===== src/design/dbg_pkg.sv =====
package dbg_pkg;

    // Serial line and datapath sizes
    localparam int CLKS_PER_BIT = 8;
    localparam int NB_DATA      = 8;
    localparam int NB_WORD      = 32;
    localparam int IM_BYTES     = 64;   // 16 instructions
    localparam int RB_DEPTH     = 32;
    localparam int DM_DEPTH     = 128;

    localparam int NB_IM_ADDR   = $clog2(IM_BYTES);
    localparam int NB_RB_ADDR   = $clog2(RB_DEPTH);
    localparam int NB_DM_ADDR   = $clog2(DM_DEPTH);
    localparam int NB_TICK      = $clog2(CLKS_PER_BIT);
    localparam int NB_BIT_CNT   = $clog2(NB_DATA);
    localparam int NB_OPCODE    = 4;

    // Host commands
    localparam logic [NB_DATA-1:0] CMD_WRITE_IM     = 8'd1;
    localparam logic [NB_DATA-1:0] CMD_START        = 8'd2;
    localparam logic [NB_DATA-1:0] CMD_STEP_BY_STEP = 8'd3;
    localparam logic [NB_DATA-1:0] CMD_SEND_BR      = 8'd4;
    localparam logic [NB_DATA-1:0] CMD_SEND_MEM     = 8'd5;
    localparam logic [NB_DATA-1:0] CMD_SEND_PC      = 8'd6;
    localparam logic [NB_DATA-1:0] CMD_STEP         = 8'd7;
    localparam logic [NB_DATA-1:0] CMD_CONTINUE     = 8'd8;

    typedef enum logic [3:0] {
        IDLE,
        START_WRITE_IM,
        WRITE_IM,
        READY,
        START,
        STEP_BY_STEP,
        SEND_PC,
        SEND_MEM,
        SEND_BR
    } dbg_state_e;

    localparam logic [NB_OPCODE-1:0] OP_NOP  = 4'd0;
    localparam logic [NB_OPCODE-1:0] OP_ADDI = 4'd1;
    localparam logic [NB_OPCODE-1:0] OP_ADD  = 4'd2;
    localparam logic [NB_OPCODE-1:0] OP_SB   = 4'd3;
    localparam logic [NB_OPCODE-1:0] OP_HALT = 4'd15;

    // Debug unit to core
    typedef struct packed {
        logic                  run;
        logic                  step_flag;
        logic                  step;
        logic                  im_write;
        logic [NB_IM_ADDR-1:0] im_addr;
        logic [NB_DATA-1:0]    im_data;
        logic [NB_RB_ADDR-1:0] rb_addr;
        logic [NB_DM_ADDR-1:0] dm_addr;
    } dbg_core_ctrl_t;

    // Core back to debug unit
    typedef struct packed {
        logic [NB_WORD-1:0] pc;
        logic               halt;
        logic [NB_WORD-1:0] rb_data;
        logic [NB_DATA-1:0] dm_data;
    } dbg_core_stat_t;

endpackage


===== src/design/uart_tx.sv =====
`timescale 1ns/1ps

module uart_tx (
    input  logic                        i_clock,
    input  logic                        i_reset,
    input  logic                        i_start,
    input  logic [dbg_pkg::NB_DATA-1:0] i_data,
    output logic                        o_serial,
    output logic                        o_done
);
    import dbg_pkg::*;

    typedef enum logic [1:0] {TX_IDLE, TX_START, TX_DATA, TX_STOP} tx_state_e;

    tx_state_e              state;
    logic [NB_TICK-1:0]     tick;
    logic [NB_BIT_CNT-1:0]  bit_cnt;
    logic [NB_DATA-1:0]     shift;
    logic                   bit_end;

    assign bit_end = (tick == NB_TICK'(CLKS_PER_BIT - 1));

    always_ff @(posedge i_clock) begin
        if (i_reset) begin
            state    <= TX_IDLE;
            tick     <= '0;
            bit_cnt  <= '0;
            o_serial <= 1'b1;
        end else begin
            tick <= bit_end ? '0 : tick + 1'b1;
            case (state)
                TX_IDLE: begin
                    tick     <= '0;
                    bit_cnt  <= '0;
                    o_serial <= 1'b1;
                    if (i_start) begin
                        shift    <= i_data;  // Byte captured at frame start
                        o_serial <= 1'b0;
                        state    <= TX_START;
                    end
                end
                TX_START: begin
                    if (bit_end) begin
                        o_serial <= shift[0];
                        state    <= TX_DATA;
                    end
                end
                TX_DATA: begin
                    if (bit_end) begin
                        bit_cnt <= bit_cnt + 1'b1;
                        shift   <= shift >> 1;
                        if (bit_cnt == NB_BIT_CNT'(NB_DATA - 1)) begin
                            o_serial <= 1'b1;  // Stop bit
                            state    <= TX_STOP;
                        end else begin
                            o_serial <= shift[1];
                        end
                    end
                end
                default: if (bit_end) state <= TX_IDLE;
            endcase
        end
    end

    // Last cycle of the stop bit
    assign o_done = (state == TX_STOP) && bit_end;

endmodule


===== config.mk =====
export PLATFORM = sky130hd
export DESIGN_NAME = uart_tx
export DESIGN_NICKNAME = d
export VERILOG_FILES = /design/src/design/dbg_pkg.sv /design/src/design/uart_tx.sv
export SDC_FILE = /design/constraint.sdc
export NUM_CORES = 1
export LEC_CHECK = 0
export ABC_AREA = 0
export BUFFER_PORTS_ARGS = -buffer_cell sky130_fd_sc_hd__buf_2
export CAP_MARGIN = 20
export CELL_PAD_IN_SITES_DETAIL_PLACEMENT = 1
export CELL_PAD_IN_SITES_GLOBAL_PLACEMENT = 2
export CORE_ASPECT_RATIO = 0.9
export CORE_MARGIN = 2
export CORE_UTILIZATION = 38
export DETAILED_ROUTE_END_ITERATION = 6
export GPL_TIMING_DRIVEN = 0
export PLACE_DENSITY_LB_ADDON = 0.1
export SLEW_MARGIN = 20
export SYNTH_ARGS = -nofsm -noshare
export SYNTH_HDL_FRONTEND = slang
export SYNTH_SLANG_ARGS = --single-unit

===== constraint.sdc =====
create_clock -name i_clock -period 5.6 [get_ports i_clock]
set_input_delay 1.68 -clock i_clock [delete_from_list [all_inputs] [get_ports i_clock]]
set_output_delay 1.68 -clock i_clock [all_outputs]
set_load 0.01 [all_outputs]

-- Word level (Yosys, flattened, before mapping)
Index checks and enable logic that the tools add are counted.
Widths: inputs -> output; s select.
- equal/unequal tests: 9
- muxes and demuxes: 16
- reductions and logical operators: 10
- $add $sub $neg: 2
- bitwise operators: 1
- operators by type and width (kind ; number):
    $mux 8 ; 2
    $pmux 8 s2 ; 1
    $mux 2 ; 5
    $ne 2x2->1 const B ; 4
    $add 3x1->3 const B ; 2
    $eq 3x3->1 const B ; 2
    $pmux 2 s3 ; 1
    $pmux 3 s2 ; 1
    $reduce_and 5->1 ; 1
    $eq 2x2->1 const B ; 2
    $mux 1 ; 4
    $reduce_and 4->1 ; 1
    $reduce_bool 2->1 ; 2
    $mux 3 ; 1
    $pmux 1 s3 ; 1
    $reduce_and 3->1 ; 1
    $reduce_bool 3->1 ; 1
    $reduce_or 3->1 ; 1
    $eq 2x1->1 const B ; 1
    $logic_not 2->1 ; 1
    $reduce_and 2->1 ; 1
    $logic_and 1x1->1 ; 1
    $not 1->1 ; 1
- register bits: 17
- input port bits: 11

-- Depth between registers and ports, before layout
- word-level depth: 4
- depth in mapped cells: 6

-- Least setup slack after synthesis
Ideal clock, no wire load.
- path type: input -> register
- start point: in i_reset
- end point: reg shift[0] (enable)
- data required time: 5.217 ns
- arrival: 2.513 ns
- slack: 2.703 ns
- buffers on the path: 1
- cell stages on the path: 2
- setup time: 0.383 ns
- path through: clkbuf_1 -> nor3_1
- cells in the longest elaborated chain, start to end: 2
- RTL lines (what ; line ; text):
    start: declaration ; uart_tx.sv:5 ; input logic i_reset,
    $not 1->1 (no line) ; - ;
    $reduce_and 4->1 (no line) ; - ;
    end signal: assignment ; uart_tx.sv:37 ; shift <= i_data;
    end signal: assignment ; uart_tx.sv:51 ; shift <= shift >> 1;
    end: declaration ; uart_tx.sv:18 ; logic [NB_DATA-1:0] shift;
No other way between the ends.
A chain may end at the register's enable or synchronous reset.

-- Worst setup path in the final report
- start point: reg tick[0]
- end point: out o_done
- cells in the longest elaborated chain, start to end: 2
- RTL lines (what ; line ; text):
    start: declaration ; uart_tx.sv:16 ; logic [NB_TICK-1:0] tick;
    start signal: assignment ; uart_tx.sv:30 ; tick <= bit_end ? '0 : tick + 1'b1;
    $eq 3x3->1 ; uart_tx.sv:21 ; assign bit_end = (tick == NB_TICK'(CLKS_PER_BIT - 1));
    $logic_and 1x1->1 ; uart_tx.sv:66 ; assign o_done = (state == TX_STOP) && bit_end;
    end: declaration ; uart_tx.sv:9 ; output logic o_done
No other way between the ends.

==> flow_summary.ini <==
[global_route]
gr-usage-met1 = 0.1853
globalRoute.totalOverflow = 0
global_route.usage.total = 0.1441
globalRouteMet3Util = 0.03681
grt_util_met2 = 0.2289
grt-busiest-layer = met2
grt_max_degree = 11
number_of_global_route_vias_before_repair = 605
grt_pass1_wl_um = 2760
grt_antenna_before_repair = 0

[pwr]
p_leak_uw = 0.0004107
p_comb_frac = 0.379
share_clk_of_total_power = 0.169
sw_frac_of_total = 0.3353
power.switching_uw = 130.5
p_int_uw = 258.6
report.power.total_uw = 389.1
power_density_nw_per_um2 = 391.6
part_of_the_total_power_dissipated_in_sequential_elements = 0.452
vdd.ir_drop.worst_v = 0.0001591

[status]
outcome = completed

[setup_path]
required_time_of_the_worst_setup_path_ns = 3.92
worst_ep_arrival_time_ns = 1.44
worstPathMaxFanout = 10
slowest_stage = dfxtp_1
r2r_worst_path_depth = 5
critical_path.endpoint = o_done
worstSetupStartpointType = flip-flop
critical_path.max_stage_delay_ns = 0.33
worst-path-buf-inv = 2
worst_setup_path_end_kind = output port
path_delay_family = adder cells
worstSetupPathDepth = 5
critPathKind = flip-flop to output port
r2r_path_end = shift[5]
crit_chain = ha_1 > ha_1 > buf_4 > and2_1 > buf_2
worstSetupStartpoint = tick[0]
timing.critical_path.mode_cell = ha_1
reg2reg_from = state[0]
worst_reg_to_reg_setup_slack_ns = 3.65

[sta]
final_period_utilization = 0.5572
timing.hold.ws_ns = 0.4382
report.final.hold_viol_count = 0
slew-limit-headroom = 0.5591
rsz_0062_raised_after_global_routing = no
clock-skew-final_ns = 0.006675
setup_tns_ns = 0
tightestPinTransition_ns = 0.6577
max_freq_mhz = 320.5
finalMaxSlewViolations = 0
finalCriticalPeriod_ns = 3.120
final.setup.worst_slack_ns = 2.480
report.final.setup_viol = 0

[clocking]
clock_latency_ns = 0.29
post_cts_hold_buffer_count = 0
cts_max_path_buffers = 2
cts_repair_resize_count = 0
clkSinkCount = 17
cts_tree = yes
tritoncts.num_buffers = 3
clock-root-buffer = clkbuf_4
clkSlewWorstSetupHoldPaths_ns = 0.10
cts.repair_timing.setup_buffer_count = 0
cts-htree-levels = 1

[yosys]
synth_most_common_cell = dfxtp_1
synth_sequential_area_ratio = 0.4841
yosysTopAreaCell = edfxtp_1
syn_inst_count = 73
synth_async_sr_flop_share = 0
syn-cell-area_sq_um = 868.3
synth_ff_type = dfxtp_1
average_footprint_of_a_synthesized_cell_sq_um = 11.89
ys_ff_latch = 17
yosys-top-cells-count = dfxtp_1 (9), edfxtp_1 (8), ha_1 (8)
count_of_flip_flops_with_a_built_in_enable_after_synthesis = 8
synth.lib_cells_used.distinct = 28
postSynthNetCount = 92
netlist.area_leader.share = 0.2767
yosysWarnings = 0
netlist_top_cells_area = edfxtp_1 (28%), dfxtp_1 (21%), ha_1 (12%), mux2_2 (6.5%), mux2i_1 (3.5%)

[floorplanning]
rows = 16
floorplan.die_area_sq_um = 2684
die_span_in_x_um = 54.39
floorplan.die.height_um = 49.35
num_io_pins = 13
design.core.area_sq_um = 2162
start_util = 0.4016

[drt]
drtAntennaViolNets = 0
postRouteWirelength_um = 1609
route.detailed.drc = 0
dr.pass1.iters = 4
drt_iter0_markers = 8
vias = 584
routed_wire_length_per_instance_um = 13.87
vias_per_cell = 5.034

[min_path]
hold_path_class = flip-flop to flip-flop

[cells_and_area]
multi_input_comb_area_sq_um = 410.4
nNetsFinal = 109
num-fill-cells = 247
area.sequential_sq_um = 420.4
antenna_cells_inserted = 0
drive_above_1_share = 0.3034
final_cell_utilization_of_the_core = 0.4595
synthToLayoutAreaGrowth_pct = 14.41

[placement]
gpl.final_weighted_congestion = 0.6851
dpl.hpwl_um = 1229
dpl_worst_slack_ns = 2.185
port_buffers = 12

[flow_run]
cap_violations = 0
## cells in the final DEF, fill, tap and decap left out
cell / instances
nand2_1: 2
buf_2: 13
nand2b_1: 4
mux2i_1: 3
buf_4: 1
o21ai_0: 2
a21oi_1: 1
a32oi_1: 2
o21ai_1: 1
dfxtp_1: 9
nor2b_1: 3
nor4_1: 1
a221oi_2: 1
and2_1: 3
nand3b_1: 1
ha_1: 8
o211ai_2: 1
nand2_2: 1
buf_6: 1
mux2_1: 2
mux2_2: 5
a311o_1: 1
o21ba_1: 1
nor3_1: 1
inv_1: 4
clkbuf_1: 2
edfxtp_1: 8
nor3_2: 1
nor2_1: 3
clkbuf_4: 3
## state kept, by name, indices dropped and copies added, names as in the netlist
signal,cells
shift,8
o_serial,1
tick,3
bit_cnt,3
state,2
## through the flow
step | instance area, sq um | std cells
3_5_place_dp | 962.2 | 112
2_1_floorplan | 868.3 | 73
4_1_cts | 988.4 | 116
6_report | 993.5 | 116
3_3_place_gp | 962.2 | 112
5_1_grt | 993.5 | 116
## routing by layer
metal / wire (um) / up-vias
li1: - / 292
met1: 803 / 281
met2: 745 / 9
met3: 46 / 2
met4: 14 / 0
met5: 0 / -
## power groups by stage
stage          sequential [uW]  clock [uW]  combinational, uW
6_report                   176        65.8                148
5_1_grt                    179        75.7                165
4_1_cts                    176        71.4                149
3_5_place_dp               179           0                148
3_3_place_gp               178           0                144
2_1_floorplan              177           0                112
## cell type report
cell class | count | share of cell area
repair buffers | 12 | 0.06045
inverters | 4 | 0.01511
well taps | 27 | 0.03401
plain buffers | 4 | 0.02771
multi-input cells | 48 | 0.4131
clock buffers | 4 | 0.02645
flip-flops and latches | 17 | 0.4232
## logic make-up (layout without fill, tap and decap cells)
family / Yosys count / in the layout / share of synthesized area
AND/OR/NAND/NOR: 20 / 20 / 0.1283
buffers and inverters: 8 / 24 / 0.04898
flip-flops: 17 / 17 / 0.4841
adder cells (fa/ha/maj): 8 / 8 / 0.1153
AO/OA/AOI/OAI: 10 / 10 / 0.09797
multiplexers: 10 / 10 / 0.1254
## how the worst min path moves through the flow
stage	from	to	slack, ns	cells after the start
final	tick[0]	tick[0]	0.44	1
after global routing	tick[0]	tick[0]	0.46	1
after CTS	tick[0]	tick[0]	0.43	1
after detailed placement	tick[0]	tick[0]	0.42	1
after global placement	tick[0]	tick[0]	0.42	1
after floorplan	tick[0]	tick[0]	0.40	1
(Power assumes the default switching activity.)
