$ cat config.mk
export PLATFORM = sky130hd
export DESIGN_NAME = mini_core
export DESIGN_NICKNAME = d
export VERILOG_FILES = /design/src/design/dbg_pkg.sv /design/src/design/mini_core.sv
export SDC_FILE = /design/constraint.sdc
export NUM_CORES = 2
export LEC_CHECK = 0
export BUFFER_PORTS_ARGS = -buffer_cell sky130_fd_sc_hd__buf_2
export CAP_MARGIN = 25
export CELL_PAD_IN_SITES_DETAIL_PLACEMENT = 0
export CELL_PAD_IN_SITES_GLOBAL_PLACEMENT = 1
export CORE_MARGIN = 4
export CORE_UTILIZATION = 58
export CTS_BUF_LIST = sky130_fd_sc_hd__clkbuf_8 sky130_fd_sc_hd__clkbuf_16
export CTS_CLUSTER_DIAMETER = 120
export DETAILED_ROUTE_END_ITERATION = 10
export GPL_TIMING_DRIVEN = 0
export PLACE_DENSITY_LB_ADDON = 0.05
export SYNTH_ARGS = -nofsm -noshare
export SYNTH_HDL_FRONTEND = slang
export SYNTH_SLANG_ARGS = --single-unit
export TNS_END_PERCENT = 30
$ cat constraint.sdc
create_clock -name i_clock -period 19 [get_ports i_clock]
set_input_delay 1.9 -clock i_clock [delete_from_list [all_inputs] [get_ports i_clock]]
set_output_delay 1.9 -clock i_clock [all_outputs]
set_load 0.005 [all_outputs]
$ cat src/design/dbg_pkg.sv
package dbg_pkg;

    // Serial line and datapath sizes
    localparam int CLKS_PER_BIT = 8;
    localparam int NB_DATA      = 8;
    localparam int NB_WORD      = 32;
    localparam int IM_BYTES     = 64;   // 16 instructions
    localparam int RB_DEPTH     = 32;
    localparam int DM_DEPTH     = 128;

    localparam int NB_IM_ADDR   = $clog2(IM_BYTES);
    localparam int NB_RB_ADDR   = $clog2(RB_DEPTH);
    localparam int NB_DM_ADDR   = $clog2(DM_DEPTH);
    localparam int NB_TICK      = $clog2(CLKS_PER_BIT);
    localparam int NB_BIT_CNT   = $clog2(NB_DATA);
    localparam int NB_OPCODE    = 4;

    // Host commands
    localparam logic [NB_DATA-1:0] CMD_WRITE_IM     = 8'd1;
    localparam logic [NB_DATA-1:0] CMD_START        = 8'd2;
    localparam logic [NB_DATA-1:0] CMD_STEP_BY_STEP = 8'd3;
    localparam logic [NB_DATA-1:0] CMD_SEND_BR      = 8'd4;
    localparam logic [NB_DATA-1:0] CMD_SEND_MEM     = 8'd5;
    localparam logic [NB_DATA-1:0] CMD_SEND_PC      = 8'd6;
    localparam logic [NB_DATA-1:0] CMD_STEP         = 8'd7;
    localparam logic [NB_DATA-1:0] CMD_CONTINUE     = 8'd8;

    typedef enum logic [3:0] {
        IDLE,
        START_WRITE_IM,
        WRITE_IM,
        READY,
        START,
        STEP_BY_STEP,
        SEND_PC,
        SEND_MEM,
        SEND_BR
    } dbg_state_e;

    localparam logic [NB_OPCODE-1:0] OP_NOP  = 4'd0;
    localparam logic [NB_OPCODE-1:0] OP_ADDI = 4'd1;
    localparam logic [NB_OPCODE-1:0] OP_ADD  = 4'd2;
    localparam logic [NB_OPCODE-1:0] OP_SB   = 4'd3;
    localparam logic [NB_OPCODE-1:0] OP_HALT = 4'd15;

    // Debug unit to core
    typedef struct packed {
        logic                  run;
        logic                  step_flag;
        logic                  step;
        logic                  im_write;
        logic [NB_IM_ADDR-1:0] im_addr;
        logic [NB_DATA-1:0]    im_data;
        logic [NB_RB_ADDR-1:0] rb_addr;
        logic [NB_DM_ADDR-1:0] dm_addr;
    } dbg_core_ctrl_t;

    // Core back to debug unit
    typedef struct packed {
        logic [NB_WORD-1:0] pc;
        logic               halt;
        logic [NB_WORD-1:0] rb_data;
        logic [NB_DATA-1:0] dm_data;
    } dbg_core_stat_t;

endpackage

$ cat src/design/mini_core.sv
`timescale 1ns/1ps

module mini_core (
    input  logic                    i_clock,
    input  logic                    i_reset,
    input  dbg_pkg::dbg_core_ctrl_t i_ctrl,
    output dbg_pkg::dbg_core_stat_t o_stat
);
    import dbg_pkg::*;

    logic [NB_DATA-1:0]      imem [IM_BYTES];
    logic [NB_WORD-1:0]      regs [RB_DEPTH];
    logic [NB_DATA-1:0]      dmem [DM_DEPTH];
    logic [NB_WORD-1:0]      pc;
    logic                    halt;
    logic [NB_IM_ADDR-3:0]   word_sel;
    logic [NB_WORD-1:0]      instr;
    logic [NB_OPCODE-1:0]    opcode;
    logic [NB_RB_ADDR-1:0]   rd;
    logic [NB_RB_ADDR-1:0]   rs;
    logic [NB_RB_ADDR-1:0]   rt;
    logic [NB_WORD-1:0]      imm;
    logic [NB_WORD-1:0]      result;
    logic                    exec;

    // Debug load port
    always_ff @(posedge i_clock) begin
        if (i_ctrl.im_write) imem[i_ctrl.im_addr] <= i_ctrl.im_data;
    end

    // Big-endian fetch
    assign word_sel = pc[NB_IM_ADDR-1:2];
    assign instr    = {imem[{word_sel, 2'd0}], imem[{word_sel, 2'd1}],
                       imem[{word_sel, 2'd2}], imem[{word_sel, 2'd3}]};

    assign opcode = instr[31:28];
    assign rd     = instr[27:23];
    assign rs     = instr[22:18];
    assign rt     = instr[17:13];  // Overlaps the immediate
    assign imm    = {{(NB_WORD - 16){instr[15]}}, instr[15:0]};

    assign exec   = i_ctrl.run && !halt && (!i_ctrl.step_flag || i_ctrl.step);
    // Shared adder for ADDI, ADD and the SB address
    assign result = regs[rs] + ((opcode == OP_ADD) ? regs[rt] : imm);

    always_ff @(posedge i_clock) begin
        if (i_reset) begin
            pc   <= '0;
            halt <= 1'b0;
            for (int i = 0; i < RB_DEPTH; i++) begin
                regs[i] <= '0;
            end
            for (int i = 0; i < DM_DEPTH; i++) begin
                dmem[i] <= '0;
            end
        end else if (exec) begin
            if (opcode == OP_HALT) begin
                halt <= 1'b1;  // PC parks on the HALT word
            end else begin
                pc <= pc + NB_WORD'(4);
            end
            case (opcode)
                OP_ADDI, OP_ADD: begin
                    if (rd != '0) regs[rd] <= result;  // r0 stays zero
                end
                OP_SB:           dmem[result[NB_DM_ADDR-1:0]] <= regs[rd][NB_DATA-1:0];
                OP_NOP, OP_HALT: ;
                default:         ;  // Unused opcodes behave as NOP
            endcase
        end
    end

    assign o_stat = '{
        pc:      pc,
        halt:    halt,
        rb_data: regs[i_ctrl.rb_addr],
        dm_data: dmem[i_ctrl.dm_addr]
    };

endmodule

# Word level (Yosys, flattened, before mapping)
# Memory sizes are Yosys's and may differ from the RTL's. A register that Yosys moved wholly into a read port is not among the register bits.
# Cells that the tools add are included.
[op_classes] n_shift=0 muxes=28 eq_ne=4 multipliers=0 order_cmp=0 div=0 n_reduce_logical=11 add_sub_neg=2 bitwise=1
[op_table] operator="$mux 32" count=2
[op_table] operator="$mux 6" count=8
[op_table] operator="$add 32x3->32 const B" count=1
[op_table] operator="$add 32x32->32" count=1
[op_table] operator="$reduce_or 32->1" count=1
[op_table] operator="$mux 1" count=15
[op_table] operator="$eq 4x2->1 const B" count=2
[op_table] operator="$mux 8" count=1
[op_table] operator="$reduce_or 8->1" count=1
[op_table] operator="$mux 7" count=1
[op_table] operator="$mux 5" count=1
[op_table] operator="$reduce_bool 5->1" count=1
[op_table] operator="$eq 4x1->1 const B" count=1
[op_table] operator="$eq 4x4->1 const B" count=1
[op_table] operator="$reduce_and 2->1" count=2
[op_table] operator="$logic_and 1x1->1" count=2
[op_table] operator="$logic_not 1->1" count=2
[op_table] operator="$reduce_or 2->1" count=1
[op_table] operator="$logic_or 1x1->1" count=1
[op_table] operator="$not 1->1" count=1
[totals] word_cells=51 latchBits=0 ram_bits=2560 register_bits=33 romBits=0 inputBits=32 out_inout_bits=73 n_memories=3
[memory_table] name="dmem" words=128 word_bits=8 read_ports=1 rd_clocked_by_memory_dff=0 write_ports=128 line="mini_core.sv:13" source="logic [NB_DATA-1:0] dmem [DM_DEPTH];"
[memory_table] name="regs" words=32 word_bits=32 read_ports=4 rd_clocked_by_memory_dff=0 write_ports=32 line="mini_core.sv:12" source="logic [NB_WORD-1:0] regs [RB_DEPTH];"
[memory_table] name="imem" words=64 word_bits=8 read_ports=4 rd_clocked_by_memory_dff=4 write_ports=1 line="mini_core.sv:11" source="logic [NB_DATA-1:0] imem [IM_BYTES];"

# Longest topological paths before layout
[logic_depth] ltp_word=8 ltp_mapped=32 ltp_nobuf=22

# Worst setup path before layout
# Ideal clock, no wire load.
[synth_path] path_kind="input -> output" from="input port i_ctrl[0] (netlist name)" to="output port o_stat[0] (netlist name)" path_stages=7 required_ps=17100 arrival_time_ps=4772 path_slack_ps=12328 cell_sequence="clkbuf_1 buf_1 buf_1 mux4_2 mux4_2 mux4_2 mux2_2"
[synth_lines] element="from (decl)" line="mini_core.sv:6" source="input dbg_pkg::dbg_core_ctrl_t i_ctrl,"
[synth_lines] element="to (decl)" line="mini_core.sv:7" source="output dbg_pkg::dbg_core_stat_t o_stat"

==> results.yml <==
synthesis:
  synth_top_cell_by_area: "edfxtp_1"
  syn_inst: 9683
  netlist.area_leader.share_pct: 58.4
  yosysMostFrequentCell: "edfxtp_1"
  yosysSeqAreaShare_pct: 59.0
  synth_flop_cell: "edfxtp_1"
  synth_area_leaders: "edfxtp_1 58%, mux4_2 19%, nor2_1 6.2%, nand2_1 3.6%, clkbuf_1 1.4%"
  ys_ff_latch: 2595
  synth_enable_flop_cells: 2560
  postSynth.asyncResetShare_pct: 0
  synthDistinctLibCells: 71
  yosys_warnings: 0
  synth_common_cells: "2560 x edfxtp_1, 2164 x nor2_1, 1260 x nand2_1"
  synthesis.area_mm2: 0.132
  synth.avg_cell_area_um2: 13.6
clock_network:
  holdBufCountCts: 0
  cts_buffers: 294
  ctsResizeCount: 0
  clkTransAtPathRegs_ps: 60
  cts-root-buf: "clkbuf_16"
  clock_path_buffers: 4
  cts.sinks: 2595
  postCtsSetupBuffers: 0
  cts.htree.levels: 5
  cts_tree: "done"
  clock_latency_ps: 1000
worst_setup_path:
  cp_common_cell: "clkbuf_1"
  critPathSlowestCell: "a311oi_1"
  worstPathRequired_ps: 19660
  crit_arrival_ps: 13430
  reg2reg_depth: 28
  regToRegSetupSlack_ps: 6230
  cp_max_fo: 10
  end_kind: "flip-flop"
  max_stage_delay_ps: 1030
  r2r_end: "regs[14][30]"
  worst-setup-path-type: "reg2reg"
  cp-start-kind: "flip-flop"
placed_design:
  gp_congestion: 1.15
  postPlaceCellArea_mm2: 0.138
  place_ws_ps: 6950
  dp_hpwl_um: 405000
  portBuffers: 86
  post-place-cells: 12900
grt:
  grt_overflow: 0
  antenna_found_initial: 39
  grt_pass1_vias: 92200
  grt_pass1_wl_um: 731000
  grt_max_degree: 65
  gr-usage-all-layers_pct: 45.4
floorplanning:
  fp.coreArea_mm2: 0.225
  io-pin-count: 105
  start_util_pct: 58.4
  dieArea_mm2: 0.235
  rows: 174
  die_w_um: 484
  die_h_um: 484
sta:
  drv_slew: 0
  fmax_ghz: 0.0783
  finalHoldViolations: 0
  grt_setup_unrepaired: "false"
  timing.final.crit_share_pct: 67.2
  min_period_ps: 12770
  finClkSkew_ps: 96.8
  tns_ps: 0
  maxSlewHeadroom_pct: 13.7
  worst_pin_slew_ps: 1290
  setup_violations: 0
  setup_slack_ps: 6230
routing:
  wirelength_um: 539000
  detail-route-antenna-nets: 0
  route.vias.total: 97600
  routed_via_density: 7.22
  drt_iter0_markers: 18700
  drc: 1
  routedWlPerCell_um: 39.8
  firstDrtPassIters: 11
worst_hold_path:
  hp-start: "pc[29]"
  hold_path.class: "reg2reg"
  min_to: "pc[29]"
  min_delay_path_depth: 2
cells_and_area:
  stdcell_area_mm2: 0.148
  synthToLayoutAreaGrowth_pct: 12.6
  final_util_pct: 65.7
  layout-drive-gt1-share_pct: 21.9
  nets: 10400
  finalNonFillerCells: 13500
pwr:
  leakage_nw: 51.2
  ir_worst_vdd_mv: 0.102
  powerDensity_mw_per_mm2: 110
flow_run:
  drv_cap: 0
status:
  failed_checks: "design-rule violations"
  status: "finished, violations left"
-- registers in the layout (all words and copies together) (netlist names), named ones only --
register	flops
dmem	1024
regs	1024
imem	512
pc	30
halt	1
-- worst max-delay path, delay by kind of cell, from the launching register on --
| kind | cells | cell delay, ps |
|---|---|---|
| XOR/XNOR | 1 | 840 |
| AND/OR/NAND/NOR | 3 | 540 |
| buffers and inverters | 9 | 4200 |
| AO/OA/AOI/OAI | 12 | 5040 |
| flip-flops | 1 | 490 |
| adder cells (fa/ha/maj) | 2 | 820 |
| multiplexers | 1 | 450 |
-- cell type report --
class / count / area [um^2]
Clock inverter: 204 / 1720
Buffer: 878 / 4080
Sequential cell: 2595 / 77600
Tap cell: 2992 / 3740
Clock buffer: 297 / 7430
Timing Repair Buffer: 279 / 3260
Antenna cell: 36 / 90.1
Multi-Input combinational cell: 6223 / 50100
Inverter: 20 / 75.1
Fill cell: 16400 / 77200
-- metrics by stage --
step | hold slack [ps] | total power (W)
CTS | 513 | 0.0159
finish | 500 | 0.0163
global placement | 482 | 0.0104
detailed placement | 493 | 0.0105
floorplan | 483 | 0.00867
global route | 539 | 0.0165
-- layout by cell type (no fill, tap or decap), types with 86 or more instances in the layout --
cell          n
clkbuf_1    480
o21ai_0      96
buf_2       310
nor2_1     2164
and3_1      120
nand3_1     327
nand2b_1    147
a21oi_1     117
mux4_2     1121
mux2i_1      93
nand2_1    1260
edfxtp_1   2560
buf_1       100
clkbuf_16   297
buf_8        86
a311oi_1    177
mux2_2      113
-- logic make-up after synthesis --
group	synth area share [%]
and+or+nand+nor	13.0
DFF	59.0
muxes	20.9
buffers and inverters	3.13
AOI/OAI and AO/OA	3.37
xor gates and xnor gates	0.340
adders and majority gates	0.320
other	0.00285
-- power breakdown --
| part | internal, W | switching, W |
|---|---|---|
| Sequential | 0.00644 | 0.000102 |
| Clock | 0.00320 | 0.00239 |
| Combinational | 0.00109 | 0.00306 |
-- per-layer routing --
metal,vias up,wire length (um),share of wire (%),GRT usage [%]
li1,37800,-,-,-
met1,48900,176000,33,56.8
met2,8952,229000,43,64.5
met3,1917,85400,16,18.8
met4,24,47500,8.8,31.3
met5,-,321,0.060,0.531
-- worst max path at each step --
stage                          from            to
after floorplan           i_ctrl[0]     o_stat[0]
after global placement    flip-flop   dmem[50][6]
after detailed placement  flip-flop  regs[18][30]
after CTS                 flip-flop  regs[14][30]
after global routing      flip-flop  regs[14][30]
final                     flip-flop  regs[14][30]
Note: power is estimated with default switching activity, not from simulation.
