`src/design/dbg_pkg.sv`:
```
package dbg_pkg;

    // Serial line and datapath sizes
    localparam int CLKS_PER_BIT = 8;
    localparam int NB_DATA      = 8;
    localparam int NB_WORD      = 32;
    localparam int IM_BYTES     = 64;   // 16 instructions
    localparam int RB_DEPTH     = 32;
    localparam int DM_DEPTH     = 128;

    localparam int NB_IM_ADDR   = $clog2(IM_BYTES);
    localparam int NB_RB_ADDR   = $clog2(RB_DEPTH);
    localparam int NB_DM_ADDR   = $clog2(DM_DEPTH);
    localparam int NB_TICK      = $clog2(CLKS_PER_BIT);
    localparam int NB_BIT_CNT   = $clog2(NB_DATA);
    localparam int NB_OPCODE    = 4;

    // Host commands
    localparam logic [NB_DATA-1:0] CMD_WRITE_IM     = 8'd1;
    localparam logic [NB_DATA-1:0] CMD_START        = 8'd2;
    localparam logic [NB_DATA-1:0] CMD_STEP_BY_STEP = 8'd3;
    localparam logic [NB_DATA-1:0] CMD_SEND_BR      = 8'd4;
    localparam logic [NB_DATA-1:0] CMD_SEND_MEM     = 8'd5;
    localparam logic [NB_DATA-1:0] CMD_SEND_PC      = 8'd6;
    localparam logic [NB_DATA-1:0] CMD_STEP         = 8'd7;
    localparam logic [NB_DATA-1:0] CMD_CONTINUE     = 8'd8;

    typedef enum logic [3:0] {
        IDLE,
        START_WRITE_IM,
        WRITE_IM,
        READY,
        START,
        STEP_BY_STEP,
        SEND_PC,
        SEND_MEM,
        SEND_BR
    } dbg_state_e;

    localparam logic [NB_OPCODE-1:0] OP_NOP  = 4'd0;
    localparam logic [NB_OPCODE-1:0] OP_ADDI = 4'd1;
    localparam logic [NB_OPCODE-1:0] OP_ADD  = 4'd2;
    localparam logic [NB_OPCODE-1:0] OP_SB   = 4'd3;
    localparam logic [NB_OPCODE-1:0] OP_HALT = 4'd15;

    // Debug unit to core
    typedef struct packed {
        logic                  run;
        logic                  step_flag;
        logic                  step;
        logic                  im_write;
        logic [NB_IM_ADDR-1:0] im_addr;
        logic [NB_DATA-1:0]    im_data;
        logic [NB_RB_ADDR-1:0] rb_addr;
        logic [NB_DM_ADDR-1:0] dm_addr;
    } dbg_core_ctrl_t;

    // Core back to debug unit
    typedef struct packed {
        logic [NB_WORD-1:0] pc;
        logic               halt;
        logic [NB_WORD-1:0] rb_data;
        logic [NB_DATA-1:0] dm_data;
    } dbg_core_stat_t;

endpackage

```
`src/design/debug_unit.sv`:
```
`timescale 1ns/1ps

module debug_unit (
    input  logic                        i_clock,
    input  logic                        i_reset,
    input  logic                        i_rx_valid,
    input  logic [dbg_pkg::NB_DATA-1:0] i_rx_data,
    input  logic                        i_tx_done,
    input  dbg_pkg::dbg_core_stat_t     i_stat,
    output logic                        o_tx_start,
    output logic [dbg_pkg::NB_DATA-1:0] o_tx_data,
    output dbg_pkg::dbg_core_ctrl_t     o_ctrl
);
    import dbg_pkg::*;

    dbg_state_e             state;
    dbg_state_e             next_state;
    logic [NB_IM_ADDR-1:0]  im_addr;    // Load counter
    logic [NB_DATA-1:0]     im_data;
    logic                   im_write;
    logic [NB_DM_ADDR-1:0]  dump_idx;   // Points at the byte to load next
    logic                   ret_step;   // Dump was started by CMD_STEP
    logic                   step;
    logic                   step_cmd;
    logic                   last_done;
    logic                   next_dump;
    logic                   load;

    // Big-endian byte of the selected word, or the memory byte
    function automatic logic [NB_DATA-1:0] dump_byte(input dbg_state_e sec,
                                                     input logic [1:0] sel,
                                                     input dbg_core_stat_t st);
        logic [NB_WORD-1:0] word;
        word = (sec == SEND_PC) ? st.pc : st.rb_data;
        if (sec == SEND_MEM) begin
            return st.dm_data;
        end
        return word[NB_WORD - 1 - sel * NB_DATA -: NB_DATA];
    endfunction

    // Index wraps to zero once the final byte of a section is loaded
    assign last_done = i_tx_done && (dump_idx == '0);
    assign step_cmd  = (state == STEP_BY_STEP) && !ret_step && !i_stat.halt
                       && i_rx_valid && (i_rx_data == CMD_STEP);

    always_comb begin
        next_state = state;
        case (state)
            IDLE: begin
                if (i_rx_valid) begin
                    case (i_rx_data)
                        CMD_WRITE_IM: next_state = START_WRITE_IM;
                        CMD_SEND_PC:  next_state = SEND_PC;
                        CMD_SEND_MEM: next_state = SEND_MEM;
                        CMD_SEND_BR:  next_state = SEND_BR;
                        default:      next_state = IDLE;
                    endcase
                end
            end
            START_WRITE_IM: next_state = WRITE_IM;
            WRITE_IM: begin
                if (im_write && im_addr == NB_IM_ADDR'(IM_BYTES - 1)) next_state = READY;
            end
            READY: begin
                if (i_rx_valid && i_rx_data == CMD_START) next_state = START;
                if (i_rx_valid && i_rx_data == CMD_STEP_BY_STEP) next_state = STEP_BY_STEP;
            end
            START: if (i_stat.halt) next_state = IDLE;
            STEP_BY_STEP: begin
                if (ret_step) begin
                    if (!step) next_state = SEND_PC;  // Wait out the step cycle
                end else if (i_stat.halt) begin
                    next_state = IDLE;
                end else if (i_rx_valid && i_rx_data == CMD_CONTINUE) begin
                    next_state = START;
                end
            end
            SEND_PC:  if (last_done) next_state = ret_step ? SEND_MEM : IDLE;
            SEND_MEM: if (last_done) next_state = ret_step ? SEND_BR : IDLE;
            SEND_BR:  if (last_done) next_state = ret_step ? STEP_BY_STEP : IDLE;
            default:  next_state = IDLE;
        endcase
    end

    assign next_dump = next_state inside {SEND_PC, SEND_MEM, SEND_BR};
    // Load on section entry and after every done that is not the last
    assign load      = next_dump && ((next_state != state) || i_tx_done);

    always_ff @(posedge i_clock) begin
        if (i_reset) begin
            state      <= IDLE;
            im_addr    <= '0;
            im_write   <= 1'b0;
            dump_idx   <= '0;
            ret_step   <= 1'b0;
            step       <= 1'b0;
            o_tx_start <= 1'b0;
        end else begin
            state      <= next_state;
            im_write   <= 1'b0;
            step       <= step_cmd;
            o_tx_start <= next_dump;  // Falls with the last done

            if (state == START_WRITE_IM) im_addr <= '0;
            if (state == WRITE_IM) begin
                if (im_write) begin
                    im_addr <= im_addr + 1'b1;
                end else if (i_rx_valid) begin
                    im_write <= 1'b1;
                    im_data  <= i_rx_data;
                end
            end

            if (step_cmd) ret_step <= 1'b1;
            if (state == SEND_BR && last_done) ret_step <= 1'b0;

            if (load) begin
                o_tx_data <= dump_byte(next_state, dump_idx[1:0], i_stat);
                // PC selector wraps after four bytes
                dump_idx  <= (next_state == SEND_PC)
                             ? {{(NB_DM_ADDR - 2){1'b0}}, dump_idx[1:0] + 2'd1}
                             : dump_idx + 1'b1;
            end
        end
    end

    assign o_ctrl = '{
        run:       (state == START) || (state == STEP_BY_STEP),
        step_flag: (state == STEP_BY_STEP),
        step:      step,
        im_write:  im_write,
        im_addr:   im_addr,
        im_data:   im_data,
        rb_addr:   dump_idx[NB_DM_ADDR-1:2],
        dm_addr:   dump_idx
    };

endmodule

```
`config.mk`:
```
export PLATFORM = sky130hd
export DESIGN_NAME = debug_unit
export DESIGN_NICKNAME = d
export VERILOG_FILES = /design/src/design/dbg_pkg.sv /design/src/design/debug_unit.sv
export SDC_FILE = /design/constraint.sdc
export NUM_CORES = 1
export LEC_CHECK = 0
export BUFFER_PORTS_ARGS = -buffer_cell sky130_fd_sc_hd__buf_4
export CORE_ASPECT_RATIO = 2
export CORE_UTILIZATION = 48
export DETAILED_ROUTE_END_ITERATION = 6
export PLACE_DENSITY = 0.82
export REMOVE_ABC_BUFFERS = 1
export SLEW_MARGIN = 30
export SYNTH_ARGS = -nofsm -noshare
export SYNTH_HDL_FRONTEND = slang
export SYNTH_SLANG_ARGS = --single-unit
```
`constraint.sdc`:
```
create_clock -name i_clock -period 3.86 [get_ports i_clock]
set_input_delay 0.772 -clock i_clock [delete_from_list [all_inputs] [get_ports i_clock]]
set_output_delay 0.772 -clock i_clock [all_outputs]
set_load 0.005 [all_outputs]
```
# [Yosys cells after proc, flatten, opt, wreduce, memory -nomap -nowiden]
# Index checks and enable logic that the tools add are counted.
[classes] add_sub_neg=4 eq_ne=21 shift=1 n_mux=28 n_bitwise=3 n_reduce_logical=22
[ops] cell="$mux W4" n=13
[ops] cell="$shiftx A39 B33 Y8" n=1
[ops] cell="$pmux W4 S9" n=1
[ops] cell="$eq A8 B3 Y1 const B" n=4
[ops] cell="$mux W32" n=1
[ops] cell="$eq A4 B3 Y1 const B" n=6
[ops] cell="$mux W6" n=3
[ops] cell="$eq A8 B2 Y1 const B" n=2
[ops] cell="$mux W8" n=2
[ops] cell="$pmux W4 S4" n=1
[ops] cell="$logic_and A1 B1 Y1" n=11
[ops] cell="$eq A4 B2 Y1 const B" n=2
[ops] cell="$eq A4 B4 Y1 const B" n=2
[ops] cell="$eq A8 B1 Y1 const B" n=1
[ops] cell="$eq A8 B4 Y1 const B" n=1
[ops] cell="$add A7 B1 Y7 const B" n=1
[ops] cell="$logic_not A7 Y1" n=1
[ops] cell="$mux W7" n=1
[ops] cell="$add A6 B1 Y6 const B" n=1
[ops] cell="$eq A6 B6 Y1 const B" n=1
[ops] cell="$mux W3" n=2
[ops] cell="$sub A5 B5 Y6 const A" n=1
[ops] cell="$eq A4 B1 Y1 const B" n=1
[ops] cell="$logic_not A4 Y1" n=1
[ops] cell="11 further kinds" n=18
[totals] ff_bits=37 inputBits=85 output_inout_bits=39 wordCells=88

# [Depth between registers and ports, before layout]
# Gate-level depths: netlist (run 1).
[depth] depth_word=12 mapped_depth=13 ltp_nobuf=9

# [Worst setup path after synthesis (run 1)]
# OpenSTA, ideal clock, no wires.
[synth_path] path_type="register to register" from="register dump_idx[0]" to="register o_tx_data[0] in the netlist's numbering, enable pin" setup_ns=0.383 arrival_time_ns=3.072 t_required_ns=3.477 path_slack_ns=0.404 path_stages_with_launch=12 n_path_buf=3 synth_period_minus_slack_ns=3.456 cell_sequence="dfxtp_1 > inv_1 > clkbuf_1 > clkbuf_1 > ha_1 > nor4bb_1 > o2111ai_1 > o2111ai_2 > nor4_1 > o211a_1 > buf_2 > nor3_1"
[synth_between] elab_chain_cells=8 word_cells_on_any_way=14 classes_between="eq/ne: 4; mux: 4; reduce/logical: 6"
[synth_rtl] item="start: declaration" line_no="debug_unit.sv:21" source="logic [NB_DM_ADDR-1:0] dump_idx;"
[synth_rtl] item="start signal: assignment" line_no="debug_unit.sv:120" source="dump_idx <= (next_state == SEND_PC)"
[synth_rtl] item="$logic_not A7 Y1 (*)" line_no="debug_unit.sv:42" source="assign last_done = i_tx_done && (dump_idx == '0);"
[synth_rtl] item="$logic_and A1 B1 Y1 (*)" line_no="debug_unit.sv:42"
[synth_rtl] item="$mux W4 (on tied branches)" line_no="debug_unit.sv:80, debug_unit.sv:78, debug_unit.sv:79"
[synth_rtl] item="$pmux W4 S9 (*)" line_no="debug_unit.sv:48" source="case (state)"
[synth_rtl] item="$eq A4 B3 Y1 (tied with other cells)" line_no="debug_unit.sv:85" source="assign next_dump = next_state inside {SEND_PC, SEND_MEM, SEND_BR};"
[synth_rtl] item="$reduce_bool A3 Y1 / $logic_or A1 B1 Y1 (equally long branches)" line_no="debug_unit.sv:85, debug_unit.sv:87"
[synth_rtl] item="$logic_and A1 B1 Y1 (*)" line_no="debug_unit.sv:87" source="assign load = next_dump && ((next_state != state) || i_tx_done);"
[synth_rtl] item="$reduce_and A2 Y1 (no line) (*)"
[synth_rtl] item="end signal: assignment" line_no="debug_unit.sv:118" source="o_tx_data <= dump_byte(next_state, dump_idx[1:0], i_stat);"
[synth_rtl] item="end: declaration" line_no="debug_unit.sv:11" source="output logic [dbg_pkg::NB_DATA-1:0] o_tx_data,"
# Mark *: on every way between the ends. The rest lies on a longest branch, timed or not.
# A chain may end at the register's enable or synchronous reset.

# [Worst setup path in the final report (run 1)]
[layout_path] from="register dump_idx[0]" to="register dump_idx[6]"
[layout_between] elab_chain_cells=7 word_cells_on_any_way=15 classes_between="add/sub: 1; eq/ne: 4; mux: 5; reduce/logical: 5"
[layout_rtl] item="$logic_not A7 Y1" line_no="debug_unit.sv:42"
[layout_rtl] item="$logic_and A1 B1 Y1" line_no="debug_unit.sv:42"
[layout_rtl] item="$mux W4 (on tied branches)" line_no="debug_unit.sv:80, debug_unit.sv:78, debug_unit.sv:79"
[layout_rtl] item="$pmux W4 S9" line_no="debug_unit.sv:48"
[layout_rtl] item="$eq A4 B3 Y1 (tied with other cells)" line_no="debug_unit.sv:85, debug_unit.sv:120"
[layout_rtl] item="$reduce_bool A3 Y1 / $logic_or A1 B1 Y1 (equally long branches)" line_no="debug_unit.sv:85, debug_unit.sv:87"
[layout_rtl] item="$logic_and A1 B1 Y1" line_no="debug_unit.sv:87"
# Several ways; a longest one is shown, not always the timed one.

==> results of run 1 <==
==> registers in the layout (all words and copies together), names as in the netlist <==
name and count:
o_tx_data 8, im_addr 6, dump_idx 7, im_write 1, step 1, state 4, ret_step 1, o_tx_start 1
im_data 8
==> cell families after synthesis <==
logic type	after synthesis
DFF	37
and+or+nand+nor	149
adders and majority gates	3
AOI/OAI and AO/OA	98
buffers and inverters	32
xor gates and xnor gates	3
==> synth_stat cells (all sizes together) (2+ instances only) <==
cell     number
a211o         8
a211oi        2
a21boi        2
a21oi        12
a31oi         9
and2          3
and3         14
and4          2
buf          20
clkbuf        8
dfxtp        21
edfxtp       16
ha            3
inv           4
nand2        19
nand3        20
nand4         2
nor2         36
nor2b         3
nor3          9
nor3b         2
nor4          3
nor4b         4
nor4bb        2
o2111ai       3
o211a         3
o211ai        6
o21a          2
o21ai        31
o31ai         5
o41ai         8
or3           3
or4          21
xor2          2
==> path summary, 6_finish.rpt <==
check,from,slack [ps],to,cells past startpoint
worst max-delay path,dump_idx[0],520,dump_idx[6],10
worst min-delay path,im_addr[2],540,im_addr[2],2
worst max register to register,dump_idx[0],520,dump_idx[6],10
worst min register to register,im_addr[2],540,im_addr[2],2
==> stage by stage <==
stage                     instances  area [µm²]
after CTS                       492        3700
after global placement          484        3620
final                           492        3700
after detailed placement        484        3620
after floorplan                 294        2570
after global routing            492        3700
==> layout make-up <==
| cell class | count | area share |
|---|---|---|
| Clock inverter | 2 | 0.00271 |
| Multi-Input combinational cell | 253 | 0.446 |
| Sequential cell | 37 | 0.243 |
| Inverter | 4 | 0.00406 |
| Timing Repair Buffer | 130 | 0.264 |
| Clock buffer | 6 | 0.0196 |
| Tap cell | 60 | 0.0203 |
==> worst max-delay path, cell delays in order (launching register included) <==
cell       delay, ps
dfxtp_1          460
inv_1            140
ha_1             180
nor4bb_1         450
o2111ai_1        250
o2111ai_2        200
a21o_1           680
nor2_1           110
buf_4            200
or4_1            470
a21oi_1          140
==> power breakdown <==
part,leakage [nW],switching (mW),internal (mW)
combinational,1.19,0.0404,0.0671
clock,0.0450,0.143,0.125
sequential,0.313,0.000631,0.408
==> routing by layer <==
metal,part of all wire,global-route usage,vias up
met4,0.053,0.182,0
met3,0.054,0.0344,41
met2,0.57,0.564,183
li1,-,-,1459
met1,0.33,0.282,1454
met5,0,0,-
==> placed cells by master, fill, tap and decap left out, drive strengths merged, types with 5 or more instances in the layout <==
cell	n
edfxtp	16
o31ai	5
a21oi	12
clkbuf	6
buf	130
o41ai	8
or4	21
nor3	9
nor2	36
dfxtp	21
o21ai	31
a31oi	9
nand2	19
nand3	20
a211o	8
and3	14
o211ai	6
==> results_dict.tcl, run 1 <==
set metrics [dict create \
    run_status "completed" \
    die_area_um2 6010 \
    htree_levels 2 \
    nNetsFinal 519 \
    rows 38 \
    ys_seq_area_frac 0.330 \
    power.total_mw 0.784 \
    setup_viol 0 \
    synth-xor-area-share 0.00963 \
    fmax_mhz 299 \
    drc 0 \
    synthAdderAreaFrac 0.0138 \
    grt_max_degree 33 \
    dp_slack_ps 372 \
    path_clk_slew_ps 80 \
    ys_async_sr_fraction 0 \
    hpwl_um 6900 \
    synthSimpleGateAreaFrac 0.312 \
    synth_top_area_cell "edfxtp_1" \
    clockBufferDepth 2 \
    fill_cells 457 \
    finalCriticalPeriod_ps 3340 \
    cts_tree "done" \
    cts_buffers 5 \
    ir_drop_v 0.000286 \
    slew_violations 0 \
    insertion_delay_ps 290 \
    grt_first_pass_wirelength_um 13900 \
    cp-start-kind "register" \
    crit_fanout 27 \
    avgSynthCellArea_um2 8.47 \
    postRouteAntennaNets 0 \
    cts_setup_buffers 0 \
    skew_ps 7.74 \
    area_growth_pct 35.6 \
    grt_usage 0.290 \
    io_pins 124 \
    hold_viol_final 0 \
    setup_ws_ps 517 \
    max_slew_margin 0.477 \
    finalWirelength_um 8940 \
    start_util 0.499 \
    multiInputGateArea_um2 1650 \
    layout-drive-gt1-share 0.361 \
    fin_crit_sh 0.866 \
    coreArea_um2 5470 \
    synth_edf_count 16 \
    worstMarginPinSlew_ps 785 \
    routedWlPerCell_um 18.2 \
    ys_types 59 \
    first_global_vias 3090 \
    cp-end-kind "register" \
    p_leak_nw 1.55 \
    cts.sink_count 37 \
    synth_top_area_frac 0.176 \
    antenna_found_initial 0 \
    cp_data_arrival_time_ps 3570 \
    yosys-mux-area-fraction 0 \
    synth_warnings 0 \
    clock_tree.root_cell "clkbuf_8" \
    worst_ep_required_time_ps 4090 \
    via_per_inst 6.38 \
    antenna_cells_inserted 0 \
    hp-class "reg2reg" \
    grt.overflow.total 0 \
    cts_resized 0 \
    port_buffers 123 \
    gp_congestion 0.952 \
    vias 3137 \
    rsz0062_at_grt "false" \
    synth_top_family_by_area "simple AND/OR/NAND/NOR gates" \
    register_area_um2 901 \
    first_iter_violations 162 \
    fin_tns_setup_ps 0 \
    synth.area.top_cells "edfxtp_1 18%, dfxtp_1 15%, o21ai_0 5.7%" \
    whs_ps 541 \
    synth_compound_area_frac 0.270 \
    postCtsHoldBufs 0 \
    dieWidth_um 55.3 \
    drt_pass1_iterations 5 \
    fin_util 0.677 \
    path_class "reg2reg" \
    synth_top_flop_cell "dfxtp_1" \
    ys_ff_latch 37 \
    powerDensity_nw_per_um2 212 \
    drv_cap 0 \
    syn_area_um2 2730 \
    synthCells 322 \
    die_h_um 109 \
]
Power figures use the tool's default switching activity.
==> run 2: changes to the inputs <==
- CORE_MARGIN: not set -> 2
==> run 2 against run 1 <==
Flip-flop and latch count stayed put; count of clock-buffer cells in the layout stayed put; via count is 0.51% lower; worst hold slack worse by 2.2 ps; critical path type unchanged; largest cell class unchanged; highest routed layer unchanged.
==> results_dict.tcl, run 2 (synthesis results as in run 1) <==
set metrics [dict create \
    cts_tree "done" \
    layout-drive-gt1-share 0.366 \
    path_class "reg2reg" \
    worstMarginPinSlew_ps 777 \
    reg2regPathDepth 10 \
    cts_resized 0 \
    startpoint "dump_idx[0]" \
    io_pins 124 \
    max_slew_margin 0.482 \
    hold_viol_final 0 \
    hp-class "reg2reg" \
    cts.sink_count 37 \
    finalCriticalPeriod_ps 3220 \
    ir_drop_v 0.000303 \
    htree_levels 2 \
    path_clk_slew_ps 80 \
    setup_ws_ps 641 \
    multiInputGateArea_um2 1660 \
    hpwl_um 7250 \
    drt_pass1_iterations 5 \
    slew_violations 0 \
    hp-start "im_addr[2]" \
    dieWidth_um 57.3 \
    p_leak_nw 1.56 \
    cp-end-kind "register" \
    rr_startpoint "dump_idx[0]" \
    insertion_delay_ps 300 \
    place_inst 484 \
    drc 0 \
    layout_common_cells "130 x buf_4, 36 x nor2_1, 31 x o21ai_0" \
    port_buffers 123 \
    fmax_mhz 311 \
    cp-start-kind "register" \
    holdPathStages 2 \
    die_area_um2 6340 \
    register_area_um2 901 \
    r2r_end "o_tx_data[4]" \
    fin_tns_setup_ps 0 \
    dp_slack_ps 309 \
    rows 38 \
    finalWirelength_um 9210 \
    area_growth_pct 36.8 \
    coreArea_um2 5470 \
    run_status "completed" \
    powerDensity_nw_per_um2 223 \
    fill_cells 470 \
    r2r_slack_ps 640 \
    via_per_inst 6.34 \
    nNetsFinal 519 \
    whs_endpoint "im_addr[2]" \
    layout.cells.most_common "buf_4" \
    rsz0062_at_grt "false" \
    fin_crit_sh 0.834 \
    grt_max_degree 33 \
    vias 3121 \
    crit_fanout 19 \
    routedWlPerCell_um 18.7 \
    cts_buffers 5 \
    cp_data_arrival_time_ps 3310 \
    first_global_vias 3063 \
    antenna_found_initial 0 \
    cts_setup_buffers 0 \
    drv_cap 0 \
    start_util 0.499 \
    skew_ps 7.62 \
    reg_top3 "im_data (8), o_tx_data (8), dump_idx (7)" \
    grt_usage 0.285 \
    postRouteAntennaNets 0 \
    clock_tree.root_cell "clkbuf_8" \
    antenna_cells_inserted 0 \
    die_h_um 111 \
    fin_util 0.683 \
    gp_congestion 0.890 \
    postCtsHoldBufs 0 \
    grt_first_pass_wirelength_um 14100 \
    setup_viol 0 \
    worst_ep_required_time_ps 3960 \
    first_iter_violations 126 \
    grt.overflow.total 0 \
    fin_cells 492 \
    clockBufferDepth 2 \
]
[run 2: changes by cell type in the layout (fill, tap and decap cells not counted), sizes merged]
| cell | before | now |
|---|---|---|
| clkinv | 2 | 1 |
| clkinvlp | 0 | 1 |
[run 2: per-layer routing]
layer  vias up  GRT usage  routed length [µm]
met2       161      0.565                5400
met1      1454      0.236                2810
met4         0      0.166                 437
li1       1461          -                   -
met5         -          0                   0
met3        45     0.0597                 566
[run 2: power by group]
group / leakage [nW] / total [mW] / internal [mW] / switching [mW]
Clock: 0.0525 / 0.317 / 0.167 / 0.149
Sequential: 0.313 / 0.408 / 0.408 / 0.000471
Combinational: 1.19 / 0.106 / 0.0670 / 0.0394
[run 2: worst max-delay path, cell delays in order, from the launching register on]
cell and delay [ps]:
dfxtp_1 310, buf_4 180, inv_1 90, ha_1 200, nor4bb_1 460, o2111ai_1 270
o211a_1 210, and3_1 440, nor2_1 620, nand2_1 150, o41ai_2 90
[run 2: worst max path at each step]
stage,end,slack [ps]
2_1_floorplan,o_tx_data[0],440
3_3_place_gp,o_tx_data[1],390
3_5_place_dp,o_tx_data[4],310
4_1_cts,o_tx_data[5],460
5_1_grt,o_tx_data[4],390
6_report,o_tx_data[4],640
[run 2: cell type report]
cell class | count | area share
multi-input combinational | 253 | 0.444
timing repair buffer | 130 | 0.261
sequential | 37 | 0.241
clock buffer | 6 | 0.0251
tap | 60 | 0.0201
clock inverter | 2 | 0.00436
inverter | 4 | 0.00402
[run 2: stage by stage]
stage               hold WS (ps)  cell area (µm²)  total power, mW
global placement             508             3620            0.520
CTS                          537             3730            0.836
floorplan                    488             2570            0.442
finish                       539             3730            0.831
global route                 564             3730            0.859
detailed placement           526             3620            0.522
